--- src/hdl/pcie_cfg_defs.svh ---
// widths, reset values and auto command/status write constants
// for the configuration management block
`ifndef PCIE_CFG_DEFS_SVH
`define PCIE_CFG_DEFS_SVH

// ------------------------------------------------------------
// widths
// ------------------------------------------------------------
`define CFG_APB_AW                 8            // apb byte address
`define CFG_DATA_W                 32           // apb and cfg_mgmt data
`define CFG_DWADDR_W               10           // config space dword address
`define CFG_BE_W                   4            // byte enables per dword

// ------------------------------------------------------------
// reset values
// ------------------------------------------------------------
`define CFG_MAGIC                  32'h2301_6745 // id word, read only
`define CFG_CLEAR_PERIOD_DEFAULT   32'd62500     // 1 ms at 62.5 MHz
`define CFG_BE_RESET               4'hF          // all bytes on

// ------------------------------------------------------------
// auto command/status write
// ------------------------------------------------------------
`define CFG_CMDSTAT_DWADDR         10'd1         // command + status dword
`define CFG_CMD_SET_BITS           16'h0406      // mem space, bus master, intx off
`define CFG_STAT_CLEAR_BITS        16'hFF00      // error flags in status

`endif

--- src/hdl/pcie_cfg_mgmt_pkg.sv ---
// cfg_mgmt request, opcode and engine state types
`default_nettype none
`include "pcie_cfg_defs.svh"

package pcie_cfg_mgmt_pkg;

    typedef enum logic [1:0] {
        OP_NONE  = 2'd0,
        OP_READ  = 2'd1,
        OP_WRITE = 2'd2
    } mgmt_op_e;

    typedef enum logic [1:0] {
        ST_IDLE  = 2'd0,
        ST_READ  = 2'd1,                            // rd_en held until done
        ST_WRITE = 2'd2                             // wr_en held until done
    } mgmt_state_e;

    // one single-dword access, 48 bits
    typedef struct packed {
        logic [`CFG_DWADDR_W-1:0] dwaddr;
        logic [`CFG_DATA_W-1:0]   di;
        logic [`CFG_BE_W-1:0]     byte_en;
        logic                     wr_readonly;      // write ro fields too
        logic                     rw1c_as_rw;       // treat rw1c as plain rw
    } mgmt_req_t;

endpackage

`default_nettype wire

--- src/hdl/pcie_cfg_reg_pkg.sv ---
// host visible register map: word offsets and control layout
`default_nettype none

package pcie_cfg_reg_pkg;

    // byte offsets of the 32-bit register words
    typedef enum logic [7:0] {
        REG_ID           = 8'h00,   // ro magic
        REG_CTRL         = 8'h04,   // start bits + auto write enables
        REG_MGMT_DI      = 8'h08,   // write data for cfg_mgmt
        REG_MGMT_ADDR    = 8'h0C,   // dwaddr 9:0, ro 10, rw1c 11, be 15:12
        REG_CLEAR_PERIOD = 8'h10,   // timer period in clocks
        REG_RESULT_DATA  = 8'h14,   // ro, last cfg_mgmt_do
        REG_RESULT_INFO  = 8'h18,   // ro, addr 9:0, be 15:12, valid 16, busy 17
        REG_PCIE_ID      = 8'h1C    // ro, bus/dev/func 15:0
    } reg_addr_e;

    // CTRL word, bits 3:0
    typedef struct packed {
        logic command_set_en;       // bit 3, auto set of command bits
        logic status_clear_en;      // bit 2, auto clear of status flags
        logic wr_start;             // bit 1, write 1 to start, held until ack
        logic rd_start;             // bit 0, write 1 to start, held until ack
    } ctrl_t;

endpackage

`default_nettype wire

--- src/hdl/pcie_cfg_mgmt_if.sv ---
// request/result channel between register file and cfg_mgmt engine
`default_nettype none
`include "pcie_cfg_defs.svh"

interface pcie_cfg_mgmt_if import pcie_cfg_mgmt_pkg::*; ();

    mgmt_op_e                 req_op;       // held until ack
    mgmt_req_t                req;          // address, data, byte enables
    logic                     ack;          // request taken this cycle
    logic [`CFG_DATA_W-1:0]   res_data;     // captured cfg_mgmt_do
    logic [`CFG_DWADDR_W-1:0] res_addr;
    logic [`CFG_BE_W-1:0]     res_be;
    logic                     res_valid;    // result matches last access
    logic                     busy;         // access in flight

    // register file side
    modport regs (
        output req_op, req,
        input  ack, res_data, res_addr, res_be, res_valid, busy
    );

    // engine side
    modport seq (
        input  req_op, req,
        output ack, res_data, res_addr, res_be, res_valid, busy
    );

endinterface

`default_nettype wire

--- src/hdl/pcie_cfg_clear_timer.sv ---
// interval counter pacing the auto command/status write
`default_nettype none
`include "pcie_cfg_defs.svh"

module pcie_cfg_clear_timer (
    input  wire                     i_clk_pcie,
    input  wire                     i_rst,
    input  wire                     i_enable,      // either auto enable set
    input  wire                     i_quiet,       // engine idle, nothing pending
    input  wire [`CFG_DATA_W-1:0]   i_period,
    output logic                    o_fire
);

    logic [`CFG_DATA_W-1:0] count_q;
    logic                   expired;

    // >= so a period lowered below the count still fires
    assign expired = (count_q >= i_period);

    // only fires while quiet, so the engine is always free to take it
    assign o_fire  = i_enable & i_quiet & expired;

    always_ff @(posedge i_clk_pcie)
    begin
        if (i_rst || !i_enable)
            count_q <= '0;                          // both enables off restarts
        else if (i_quiet)
        begin
            if (expired)
                count_q <= '0;                      // pulse and restart
            else
                count_q <= count_q + 1'b1;
        end
        // not quiet: hold count
    end

endmodule

`default_nettype wire

--- src/hdl/pcie_cfg_mgmt_fsm.sv ---
// cfg_mgmt engine: accepts host or auto requests, holds enable until done,
// captures the result
`default_nettype none
`include "pcie_cfg_defs.svh"

module pcie_cfg_mgmt_fsm import pcie_cfg_reg_pkg::*, pcie_cfg_mgmt_pkg::*; (
    input  wire                       i_clk_pcie,
    input  wire                       i_rst,
    pcie_cfg_mgmt_if.seq              mgmt,
    input  wire                       i_fire,
    input  ctrl_t                     i_ctrl,
    output logic                      o_quiet,
    output logic                      o_cfg_mgmt_rd_en,
    output logic                      o_cfg_mgmt_wr_en,
    output logic [`CFG_DATA_W-1:0]    o_cfg_mgmt_di,
    output logic [`CFG_DWADDR_W-1:0]  o_cfg_mgmt_dwaddr,
    output logic [`CFG_BE_W-1:0]      o_cfg_mgmt_byte_en,
    output logic                      o_cfg_mgmt_wr_readonly,
    output logic                      o_cfg_mgmt_wr_rw1c_as_rw,
    input  wire                       i_cfg_mgmt_rd_wr_done,
    input  wire [`CFG_DATA_W-1:0]     i_cfg_mgmt_do
);

    mgmt_state_e state_q;
    mgmt_req_t   req_q;                                // held for whole access
    mgmt_req_t   auto_req;
    logic        idle;
    logic        res_valid_q;

    assign idle     = (state_q == ST_IDLE);
    assign mgmt.ack = idle & (mgmt.req_op != OP_NONE);
    assign o_quiet  = idle & (mgmt.req_op == OP_NONE);
    assign mgmt.busy      = ~idle;
    assign mgmt.res_valid = res_valid_q;

    // command bits in bytes 1:0, status clear in byte 3
    assign auto_req.dwaddr      = `CFG_CMDSTAT_DWADDR;
    assign auto_req.di          = {`CFG_STAT_CLEAR_BITS, `CFG_CMD_SET_BITS};
    assign auto_req.byte_en     = {i_ctrl.status_clear_en, 1'b0,
                                   i_ctrl.command_set_en, i_ctrl.command_set_en};
    assign auto_req.wr_readonly = 1'b0;
    assign auto_req.rw1c_as_rw  = 1'b0;

    always_ff @(posedge i_clk_pcie)
    begin
        if (i_rst)
        begin
            state_q     <= ST_IDLE;
            res_valid_q <= 1'b0;
        end
        else
        begin
            case (state_q)
                ST_IDLE:
                begin
                    if (mgmt.req_op == OP_READ)
                        state_q <= ST_READ;
                    else if (mgmt.req_op == OP_WRITE || i_fire)
                        state_q <= ST_WRITE;               // host write or auto write
                    if (mgmt.ack || i_fire)
                        res_valid_q <= 1'b0;
                end
                ST_READ, ST_WRITE:
                begin
                    if (i_cfg_mgmt_rd_wr_done)
                    begin
                        state_q     <= ST_IDLE;
                        res_valid_q <= 1'b1;
                    end
                end
                default: state_q <= ST_IDLE;
            endcase
        end
    end

    // request hold and result capture
    always_ff @(posedge i_clk_pcie)
    begin
        if (mgmt.ack)
            req_q <= mgmt.req;
        else if (idle && i_fire)
            req_q <= auto_req;
        if (!idle && i_cfg_mgmt_rd_wr_done)
        begin
            mgmt.res_data <= i_cfg_mgmt_do;
            mgmt.res_addr <= req_q.dwaddr;
            mgmt.res_be   <= req_q.byte_en;
        end
    end

    // enables drop in the done cycle
    assign o_cfg_mgmt_rd_en         = (state_q == ST_READ) & ~i_cfg_mgmt_rd_wr_done;
    assign o_cfg_mgmt_wr_en         = (state_q == ST_WRITE) & ~i_cfg_mgmt_rd_wr_done;
    assign o_cfg_mgmt_di            = req_q.di;
    assign o_cfg_mgmt_dwaddr        = req_q.dwaddr;
    assign o_cfg_mgmt_byte_en       = req_q.byte_en;
    assign o_cfg_mgmt_wr_readonly   = req_q.wr_readonly;
    assign o_cfg_mgmt_wr_rw1c_as_rw = req_q.rw1c_as_rw;

endmodule

`default_nettype wire

--- src/hdl/pcie_cfg_regfile.sv ---
// apb slave register file: control, cfg_mgmt request fields, period,
// result and id readback
`default_nettype none
`include "pcie_cfg_defs.svh"

module pcie_cfg_regfile import pcie_cfg_reg_pkg::*, pcie_cfg_mgmt_pkg::*; (
    input  wire                     i_clk_pcie,
    input  wire                     i_rst,
    input  wire                     i_psel,
    input  wire                     i_penable,
    input  wire                     i_pwrite,
    input  wire [`CFG_APB_AW-1:0]   i_paddr,
    input  wire [`CFG_DATA_W-1:0]   i_pwdata,
    output logic [`CFG_DATA_W-1:0]  o_prdata,
    input  wire [7:0]               i_cfg_bus_number,
    input  wire [4:0]               i_cfg_device_number,
    input  wire [2:0]               i_cfg_function_number,
    pcie_cfg_mgmt_if.regs           mgmt,
    output ctrl_t                   o_ctrl,
    output logic [`CFG_DATA_W-1:0]  o_clear_period
);

    ctrl_t                  ctrl_q;
    mgmt_req_t              req_q;          // MGMT_DI + MGMT_ADDR fields
    logic [`CFG_DATA_W-1:0] period_q;
    reg_addr_e              addr;
    logic                   apb_wr;
    logic                   ctrl_wr;
    logic                   rd_clr;
    logic                   wr_clr;

    assign addr    = reg_addr_e'(i_paddr);
    assign apb_wr  = i_psel & i_penable & i_pwrite;        // access phase, no waits
    assign ctrl_wr = apb_wr & (addr == REG_CTRL);

    // ------------------------------------------------------------
    // start bits to request
    // ------------------------------------------------------------
    always_comb
    begin
        if (ctrl_q.rd_start)
            mgmt.req_op = OP_READ;                         // read wins a tie
        else if (ctrl_q.wr_start)
            mgmt.req_op = OP_WRITE;
        else
            mgmt.req_op = OP_NONE;
    end

    assign mgmt.req = req_q;
    assign rd_clr   = mgmt.ack & (mgmt.req_op == OP_READ);
    assign wr_clr   = mgmt.ack & (mgmt.req_op == OP_WRITE);

    // ------------------------------------------------------------
    // register writes
    // ------------------------------------------------------------
    always_ff @(posedge i_clk_pcie)
    begin
        if (i_rst)
        begin
            ctrl_q              <= '0;
            req_q.dwaddr        <= '0;
            req_q.di            <= '0;
            req_q.byte_en       <= `CFG_BE_RESET;
            req_q.wr_readonly   <= 1'b0;
            req_q.rw1c_as_rw    <= 1'b0;
            period_q            <= `CFG_CLEAR_PERIOD_DEFAULT;
        end
        else
        begin
            // a fresh start written on the ack edge survives the clear
            ctrl_q.rd_start <= (ctrl_q.rd_start & ~rd_clr) | (ctrl_wr & i_pwdata[0]);
            ctrl_q.wr_start <= (ctrl_q.wr_start & ~wr_clr) | (ctrl_wr & i_pwdata[1]);
            if (ctrl_wr)
            begin
                ctrl_q.status_clear_en <= i_pwdata[2];
                ctrl_q.command_set_en  <= i_pwdata[3];
            end
            if (apb_wr)
            begin
                case (addr)
                    REG_MGMT_DI:      req_q.di <= i_pwdata;
                    REG_MGMT_ADDR:
                    begin
                        req_q.dwaddr      <= i_pwdata[9:0];
                        req_q.wr_readonly <= i_pwdata[10];
                        req_q.rw1c_as_rw  <= i_pwdata[11];
                        req_q.byte_en     <= i_pwdata[15:12];
                    end
                    REG_CLEAR_PERIOD: period_q <= i_pwdata;
                    default:          ;                    // ro words ignore writes
                endcase
            end
        end
    end

    // ------------------------------------------------------------
    // readback mux
    // ------------------------------------------------------------
    always_comb
    begin
        case (addr)
            REG_ID:           o_prdata = `CFG_MAGIC;
            REG_CTRL:         o_prdata = {28'd0, ctrl_q};
            REG_MGMT_DI:      o_prdata = req_q.di;
            REG_MGMT_ADDR:    o_prdata = {16'd0, req_q.byte_en, req_q.rw1c_as_rw,
                                          req_q.wr_readonly, req_q.dwaddr};
            REG_CLEAR_PERIOD: o_prdata = period_q;
            REG_RESULT_DATA:  o_prdata = mgmt.res_data;
            REG_RESULT_INFO:  o_prdata = {14'd0, mgmt.busy, mgmt.res_valid,
                                          mgmt.res_be, 2'd0, mgmt.res_addr};
            REG_PCIE_ID:      o_prdata = {16'd0, i_cfg_bus_number, i_cfg_device_number,
                                          i_cfg_function_number};
            default:          o_prdata = '0;           // unmapped offset
        endcase
    end

    assign o_ctrl         = ctrl_q;
    assign o_clear_period = period_q;

endmodule

`default_nettype wire

--- src/hdl/pcie_cfg_top.sv ---
// configuration space management top: register file, cfg_mgmt engine,
// auto write timer
`default_nettype none
`include "pcie_cfg_defs.svh"

module pcie_cfg_top import pcie_cfg_reg_pkg::*; (
    input  wire                       clk_pcie,
    input  wire                       rst,
    // apb slave
    input  wire                       i_psel,
    input  wire                       i_penable,
    input  wire                       i_pwrite,
    input  wire [`CFG_APB_AW-1:0]     i_paddr,
    input  wire [`CFG_DATA_W-1:0]     i_pwdata,
    output wire [`CFG_DATA_W-1:0]     o_prdata,
    output wire                       o_pready,
    output wire                       o_pslverr,
    // cfg_mgmt port of the pcie core
    output wire                       o_cfg_mgmt_rd_en,
    output wire                       o_cfg_mgmt_wr_en,
    output wire [`CFG_DATA_W-1:0]     o_cfg_mgmt_di,
    output wire [`CFG_DWADDR_W-1:0]   o_cfg_mgmt_dwaddr,
    output wire [`CFG_BE_W-1:0]       o_cfg_mgmt_byte_en,
    output wire                       o_cfg_mgmt_wr_readonly,
    output wire                       o_cfg_mgmt_wr_rw1c_as_rw,
    input  wire                       i_cfg_mgmt_rd_wr_done,
    input  wire [`CFG_DATA_W-1:0]     i_cfg_mgmt_do,
    // id from the core
    input  wire [7:0]                 i_cfg_bus_number,
    input  wire [4:0]                 i_cfg_device_number,
    input  wire [2:0]                 i_cfg_function_number
);

    ctrl_t                  ctrl;
    wire [`CFG_DATA_W-1:0]  clear_period;
    wire                    quiet;
    wire                    fire;

    assign o_pready  = 1'b1;                        // zero wait states
    assign o_pslverr = 1'b0;

    pcie_cfg_mgmt_if mgmt ();

    pcie_cfg_regfile u_regfile (
        .i_clk_pcie            (clk_pcie),
        .i_rst                 (rst),
        .i_psel                (i_psel),
        .i_penable             (i_penable),
        .i_pwrite              (i_pwrite),
        .i_paddr               (i_paddr),
        .i_pwdata              (i_pwdata),
        .o_prdata              (o_prdata),
        .i_cfg_bus_number      (i_cfg_bus_number),
        .i_cfg_device_number   (i_cfg_device_number),
        .i_cfg_function_number (i_cfg_function_number),
        .mgmt                  (mgmt.regs),
        .o_ctrl                (ctrl),
        .o_clear_period        (clear_period)
    );

    pcie_cfg_mgmt_fsm u_fsm (
        .i_clk_pcie               (clk_pcie),
        .i_rst                    (rst),
        .mgmt                     (mgmt.seq),
        .i_fire                   (fire),
        .i_ctrl                   (ctrl),
        .o_quiet                  (quiet),
        .o_cfg_mgmt_rd_en         (o_cfg_mgmt_rd_en),
        .o_cfg_mgmt_wr_en         (o_cfg_mgmt_wr_en),
        .o_cfg_mgmt_di            (o_cfg_mgmt_di),
        .o_cfg_mgmt_dwaddr        (o_cfg_mgmt_dwaddr),
        .o_cfg_mgmt_byte_en       (o_cfg_mgmt_byte_en),
        .o_cfg_mgmt_wr_readonly   (o_cfg_mgmt_wr_readonly),
        .o_cfg_mgmt_wr_rw1c_as_rw (o_cfg_mgmt_wr_rw1c_as_rw),
        .i_cfg_mgmt_rd_wr_done    (i_cfg_mgmt_rd_wr_done),
        .i_cfg_mgmt_do            (i_cfg_mgmt_do)
    );

    pcie_cfg_clear_timer u_timer (
        .i_clk_pcie (clk_pcie),
        .i_rst      (rst),
        .i_enable   (ctrl.status_clear_en | ctrl.command_set_en),
        .i_quiet    (quiet),
        .i_period   (clear_period),
        .o_fire     (fire)
    );

endmodule

`default_nettype wire

--- config.mk ---
export PLATFORM = sky130hd
export DESIGN_NAME = pcie_cfg_top
export DESIGN_NICKNAME = d
export VERILOG_FILES = /design/src/hdl/pcie_cfg_mgmt_pkg.sv /design/src/hdl/pcie_cfg_reg_pkg.sv /design/src/hdl/pcie_cfg_mgmt_if.sv /design/src/hdl/pcie_cfg_clear_timer.sv /design/src/hdl/pcie_cfg_mgmt_fsm.sv /design/src/hdl/pcie_cfg_regfile.sv /design/src/hdl/pcie_cfg_top.sv
export VERILOG_INCLUDE_DIRS = /design/src /design/src/hdl
export SDC_FILE = /design/constraint.sdc
export NUM_CORES = 1
export LEC_CHECK = 0
export BUFFER_PORTS_ARGS = -buffer_cell sky130_fd_sc_hd__buf_2
export CAP_MARGIN = 10
export CORE_MARGIN = 2
export CORE_UTILIZATION = 29
export DETAILED_ROUTE_END_ITERATION = 7
export SYNTH_ARGS = -nofsm -noshare
export SYNTH_HDL_FRONTEND = slang
export SYNTH_HIERARCHICAL = 1
export SYNTH_SLANG_ARGS = --single-unit
--- constraint.sdc ---
create_clock -name clk_pcie -period 4.9 [get_ports clk_pcie]
set_input_delay 0.98 -clock clk_pcie [delete_from_list [all_inputs] [get_ports clk_pcie]]
set_output_delay 0.98 -clock clk_pcie [all_outputs]
set_load 0.01 [all_outputs]
=== Word-level counts from Yosys, hierarchy flattened ===
Cells that the tools add are included.

* Register bits after elaboration: 213
* Bits of input ports: 94
* Output and inout bits: 84
* Logic and storage cells: 91

* $add $sub $neg: 1
* $lt $le $gt $ge: 1
* Equality and inequality tests: 14
* Muxes and demuxes: 13
* Bitwise logic cells: 22
* Reduce and logical (&&, ||, !) cells: 19

{| class="wikitable"
|+ Operators by type and width
! operator !! count
|-
| $pmux 32 s8 || 1
|-
| $mux 48 || 2
|-
| $add 32x1->32 const B || 1
|-
| $eq 8x5->1 const B || 4
|-
| $ge 32x32->1 || 1
|-
| $mux 32 || 1
|-
| $eq 8x4->1 const B || 2
|-
| $and 1x1->1 || 15
|-
| $mux 2 || 5
|-
| $eq 8x3->1 const B || 1
|-
| $logic_not 8->1 || 1
|-
| $reduce_and 2->1 || 4
|-
| $reduce_bool 2->1 || 3
|-
| $eq 2x1->1 const B || 2
|-
| $eq 2x2->1 const B || 2
|-
| $logic_not 2->1 || 2
|-
| $ne 2x2->1 const B || 2
|-
| $not 1->1 || 4
|-
| $pmux 2 s2 || 1
|-
| $logic_or 1x1->1 || 3
|-
| $ne 3x3->1 const B || 1
|-
| $or 1x1->1 || 3
|-
| $reduce_and 3->1 || 1
|-
| $logic_and 1x1->1 || 2
|-
| other kinds (4) || 6
|}

=== Longest topological paths before layout ===
* Depth in word-level cells: 10
* Gate-level depth with buffers: 12
* Mapped depth without buffers: 11

=== Modules after synthesis ===
The synthesis kept the hierarchy.

{| class="wikitable"
|+ Modules (own cells, without submodules)
! module !! instances !! cells each !! area an instance (um2)
|-
| pcie_cfg_regfile || 1 || 564 || 4276.6
|-
| pcie_cfg_mgmt_fsm || 1 || 183 || 3414.5
|-
| pcie_cfg_clear_timer || 1 || 282 || 2352.3
|-
| pcie_cfg_top || 1 || 5 || 28.8
|}

=== Worst setup path before layout ===
No wires, ideal clock.

* Path type: register to register
* From: register u_regfile.period_q[15], in the netlist u_regfile/o_clear_period[15]
* To: register u_fsm.req_q, in the netlist u_fsm/o_cfg_mgmt_byte_en[0] (enable)
* Arrival: 4.075 ns
* Data required time: 4.446 ns
* Path slack: 0.371 ns
* Stages on the path, launching flop included: 12
* Path buffers: 1
* Cells stage by stage: dfxtp_1 inv_1 ha_1 nand4_1 or3_1 nor4_2 o21ai_1 a31oi_1 buf_4 and2_1 nor3_1 nor2_1

* Longest elaborated chain between the ends: 4

{| class="wikitable"
|+ Ends and longest elaborated chain
! item !! line !! RTL
|-
| start: declaration || pcie_cfg_regfile.sv:25 || <nowiki>logic [`CFG_DATA_W-1:0] period_q;</nowiki>
|-
| start signal: assignment || pcie_cfg_regfile.sv:66 || <nowiki>period_q <= `CFG_CLEAR_PERIOD_DEFAULT;</nowiki>
|-
| start signal: assignment || pcie_cfg_regfile.sv:89 || <nowiki>REG_CLEAR_PERIOD: period_q <= i_pwdata;</nowiki>
|-
| $ge 32x32->1 || pcie_cfg_clear_timer.sv:18 || <nowiki>assign expired = (count_q >= i_period);</nowiki>
|-
| $and 1x1->1 || pcie_cfg_clear_timer.sv:21 || <nowiki>assign o_fire = i_enable & i_quiet & expired;</nowiki>
|-
| named net fire || pcie_cfg_top.sv:37 || <nowiki>wire fire;</nowiki>
|-
| $logic_and 1x1->1 || pcie_cfg_mgmt_fsm.sv:81 || <nowiki>else if (idle && i_fire)</nowiki>
|-
| $reduce_bool 2->1 (no source line) || - ||
|-
| end signal: assignment || pcie_cfg_mgmt_fsm.sv:80 || <nowiki>req_q <= mgmt.req;</nowiki>
|-
| end signal: assignment || pcie_cfg_mgmt_fsm.sv:82 || <nowiki>req_q <= auto_req;</nowiki>
|-
| end: declaration || pcie_cfg_mgmt_fsm.sv:25 || <nowiki>mgmt_req_t req_q;</nowiki>
|}

The timed path passes the listed nets, and every way through them passes these cells.
A chain may end at the register's enable or synchronous reset.

=== Worst setup path after layout ===
* From: input port i_paddr[3]
* To: output port o_prdata[15]

* Longest elaborated chain between the ends: 2
* Elaborated cells on any way between the ends: 9
* Those cells by class: eq/ne (7); mux (1); reduce/logical (1)

{| class="wikitable"
|+ Ends and longest elaborated chain
! item !! line !! RTL
|-
| start: declaration || pcie_cfg_top.sv:13 || <nowiki>input wire [`CFG_APB_AW-1:0] i_paddr,</nowiki>
|-
| $eq 8x5->1 (tied with other cells) || pcie_cfg_regfile.sv:101 || <nowiki>case (addr)</nowiki>
|-
| $pmux 32 s8 * || pcie_cfg_regfile.sv:101 ||
|-
| end: declaration || pcie_cfg_top.sv:15 || <nowiki>output wire [`CFG_DATA_W-1:0] o_prdata,</nowiki>
|}

Mark *: on every way between the ends. The rest lies on a longest branch, timed or not.

==> metrics.yaml <==
route:
  via_count: 8463
  first_pass_iters: 7
  postRouteAntennaNets: 0
  drt_first_iter_violations: 913
  drc: 0
  routedWlPerCell_um: 18.77
  wirelength_um: 31360
  via_per_inst: 5.065
setup_path:
  reg2reg_depth: 10
  r2r_start: "u_regfile/o_clear_period[27]$_SDFFE_PP0P_"
  startpoint: "i_paddr[3]"
  critPathArrivalTime_ps: 2960
  worstPathRequired_ps: 3920
  path_class: "input pin to primary output"
  regToRegSetupSlack_ps: 1240
  cp-start-kind: "input pin"
  worstReg2RegEnd: "u_fsm/o_cfg_mgmt_di[26]$_SDFFCE_PP1P_"
  worst_setup_path_end_kind: "primary output"
  cp_max_fo: 31
  crit_end: "o_prdata[15]"
grt:
  grt_pass1_wl_um: 47400
  antenna_found_initial: 4
  grt-ovfl-total: 0
  use_met3_pct: 4.472
  grtUsageMet1_pct: 23.44
  grt_start_max_net_pins: 59
  track_usage_pct: 16.82
  grt_pass1_vias: 8110
  grt_most_used_layer: "met2"
  grt_util_met2_pct: 25.78
timing:
  tns_ps: 0
  finalSetupViolCount: 0
  fmax_mhz: 253.6
  worst_pin_slew_ps: 955.2
  holdWs_ps: 449.9
  hold_viol: 0
  fin_crit_ps: 3943
  fin_skew_ps: 13.56
  period_share_pct: 80.46
  rsz0062_at_grt: "no"
  layout_setup_ws_ps: 957.3
  maxSlewViolCount: 0
  slew-limit-headroom_pct: 36.18
place:
  routabilityCongestion: 0.9017
  post_dp_cell_area_um2: 11420
  dp_cells: 1626
  post-dp-hpwl_um: 22430
  numPortBuffers: 175
  dp_slack_ps: 1009
clock_network:
  postCtsHoldBufs: 0
  cts_tree: "done"
  cts_root_buf: "clkbuf_16"
  cts_buffer_depth: 3
  cts.sink_count: 213
  cts_buffers: 24
  htree_levels: 1
  clk_pin_slew_worst_paths_ps: 60
  worstSkewPairLatency_ps: 530
  cts_setup_buffers: 0
  ctsResizeCount: 0
power_and_ir_drop:
  peakVddDrop_uv: 241.9
  power_density_nw_per_um2: 308.7
  leakagePower_nw: 4.553
  power_mw: 3.764
run_status:
  status: "finished, final reports clean"
floorplan:
  dieArea_um2: 36210
  die_w_um: 190.3
  die-height_um: 190.3
  top_level_ports: 178
  num_rows: 68
  start_util_pct: 29.28
  core_um2: 34370
cells_and_area:
  utilization_pct: 35.47
  syn2layout_area_growth_pct: 21.15
  drive_above_1_share_pct: 21.81
  fin_cells: 1671
  nNetsFinal: 1327
  stdcell_area_um2: 12190
worst_hold_path:
  hold_class: "flop to flop"
  whs_path_depth: 0
synthesis:
  netlist_area_um2: 10060
  syn_nets: 1163
  avgSynthCellArea_um2: 9.743
  synthCells: 1033
  yosys_warnings: 6
run:
  drv_cap: 0
power by group:
part	total, mW	switching (mW)	internal [mW]
Combinational	0.141	0.0857	0.0549
Sequential	1.84	0.000383	1.84
Clock	1.78	0.741	1.04
Total	3.76	0.827	2.94
layout make-up:
type	count	area [µm²]
fill	3557	22180
sequential	213	5205
multi-input combinational	708	4398
timing repair buffer	195	1039
clock buffer	31	646.9
tap	455	569.3
inverter	55	206.4
clock inverter	13	126.4
antenna	1	2.502
registers in the layout, summed over array words and instances (netlist names), 4 cells and up:
register and flops:
u_regfile/mgmt.req 48, u_fsm/mgmt.res_data 32, u_fsm/o_cfg_mgmt_di 32, u_regfile/o_clear_period 32, u_timer/count_q 32, u_fsm/mgmt.res_addr 10, u_fsm/o_cfg_mgmt_dwaddr 10, u_fsm/mgmt.res_be 4
u_fsm/o_cfg_mgmt_byte_en 4, u_regfile/o_ctrl 4
worst min-delay path by stage:
stage,start,endpoint,slack [ps]
after floorplan,u_regfile/mgmt.req[8]$_SDFFE_PP0P_,u_regfile/mgmt.req[8]$_SDFFE_PP0P_,440
after global placement,u_fsm/o_cfg_mgmt_dwaddr[3]$_SDFFCE_PP0P_,u_fsm/mgmt.res_addr[3]$_DFFE_PP_,440
after detailed placement,u_fsm/o_cfg_mgmt_dwaddr[3]$_SDFFCE_PP0P_,u_fsm/mgmt.res_addr[3]$_DFFE_PP_,440
after CTS,u_fsm/o_cfg_mgmt_dwaddr[5]$_SDFFCE_PP0P_,u_fsm/mgmt.res_addr[5]$_DFFE_PP_,450
after global routing,u_fsm/o_cfg_mgmt_dwaddr[3]$_SDFFCE_PP0P_,u_fsm/mgmt.res_addr[3]$_DFFE_PP_,460
final,u_fsm/o_cfg_mgmt_dwaddr[5]$_SDFFCE_PP0P_,u_fsm/mgmt.res_addr[5]$_DFFE_PP_,450
metal layers:
layer  wire, µm  vias to the layer above
met5         42                        -
met4        757                        6
met3       3037                       57
met2      13540                      390
met1      13980                     4030
li1           -                     3980
critical path, stage by stage:
cell and delay (ps):
buf_2 530, or4b_1 620, nor2_1 130, buf_4 260, a21o_1 250, buf_2 160
layout by cell type (no fill, tap or decap), types with 7 or more instances in the layout:
cell type,instances
nor3_1,27
nor2_1,27
and2_1,35
inv_1,54
buf_2,175
ha_1,36
nand3_1,25
dfxtp_1,119
nor2b_1,15
clkbuf_16,24
a22oi_1,11
a21oi_1,98
and3_1,10
mux2i_1,13
o22ai_1,11
o21ai_0,12
buf_4,19
and4_1,7
nor3_2,12
nand3b_1,12
nand4_1,15
xnor2_1,12
nand2b_1,17
nand2_1,205
edfxtp_1,94
xor2_1,16
a222oi_1,11
Note: power is estimated with default switching activity, not from simulation.
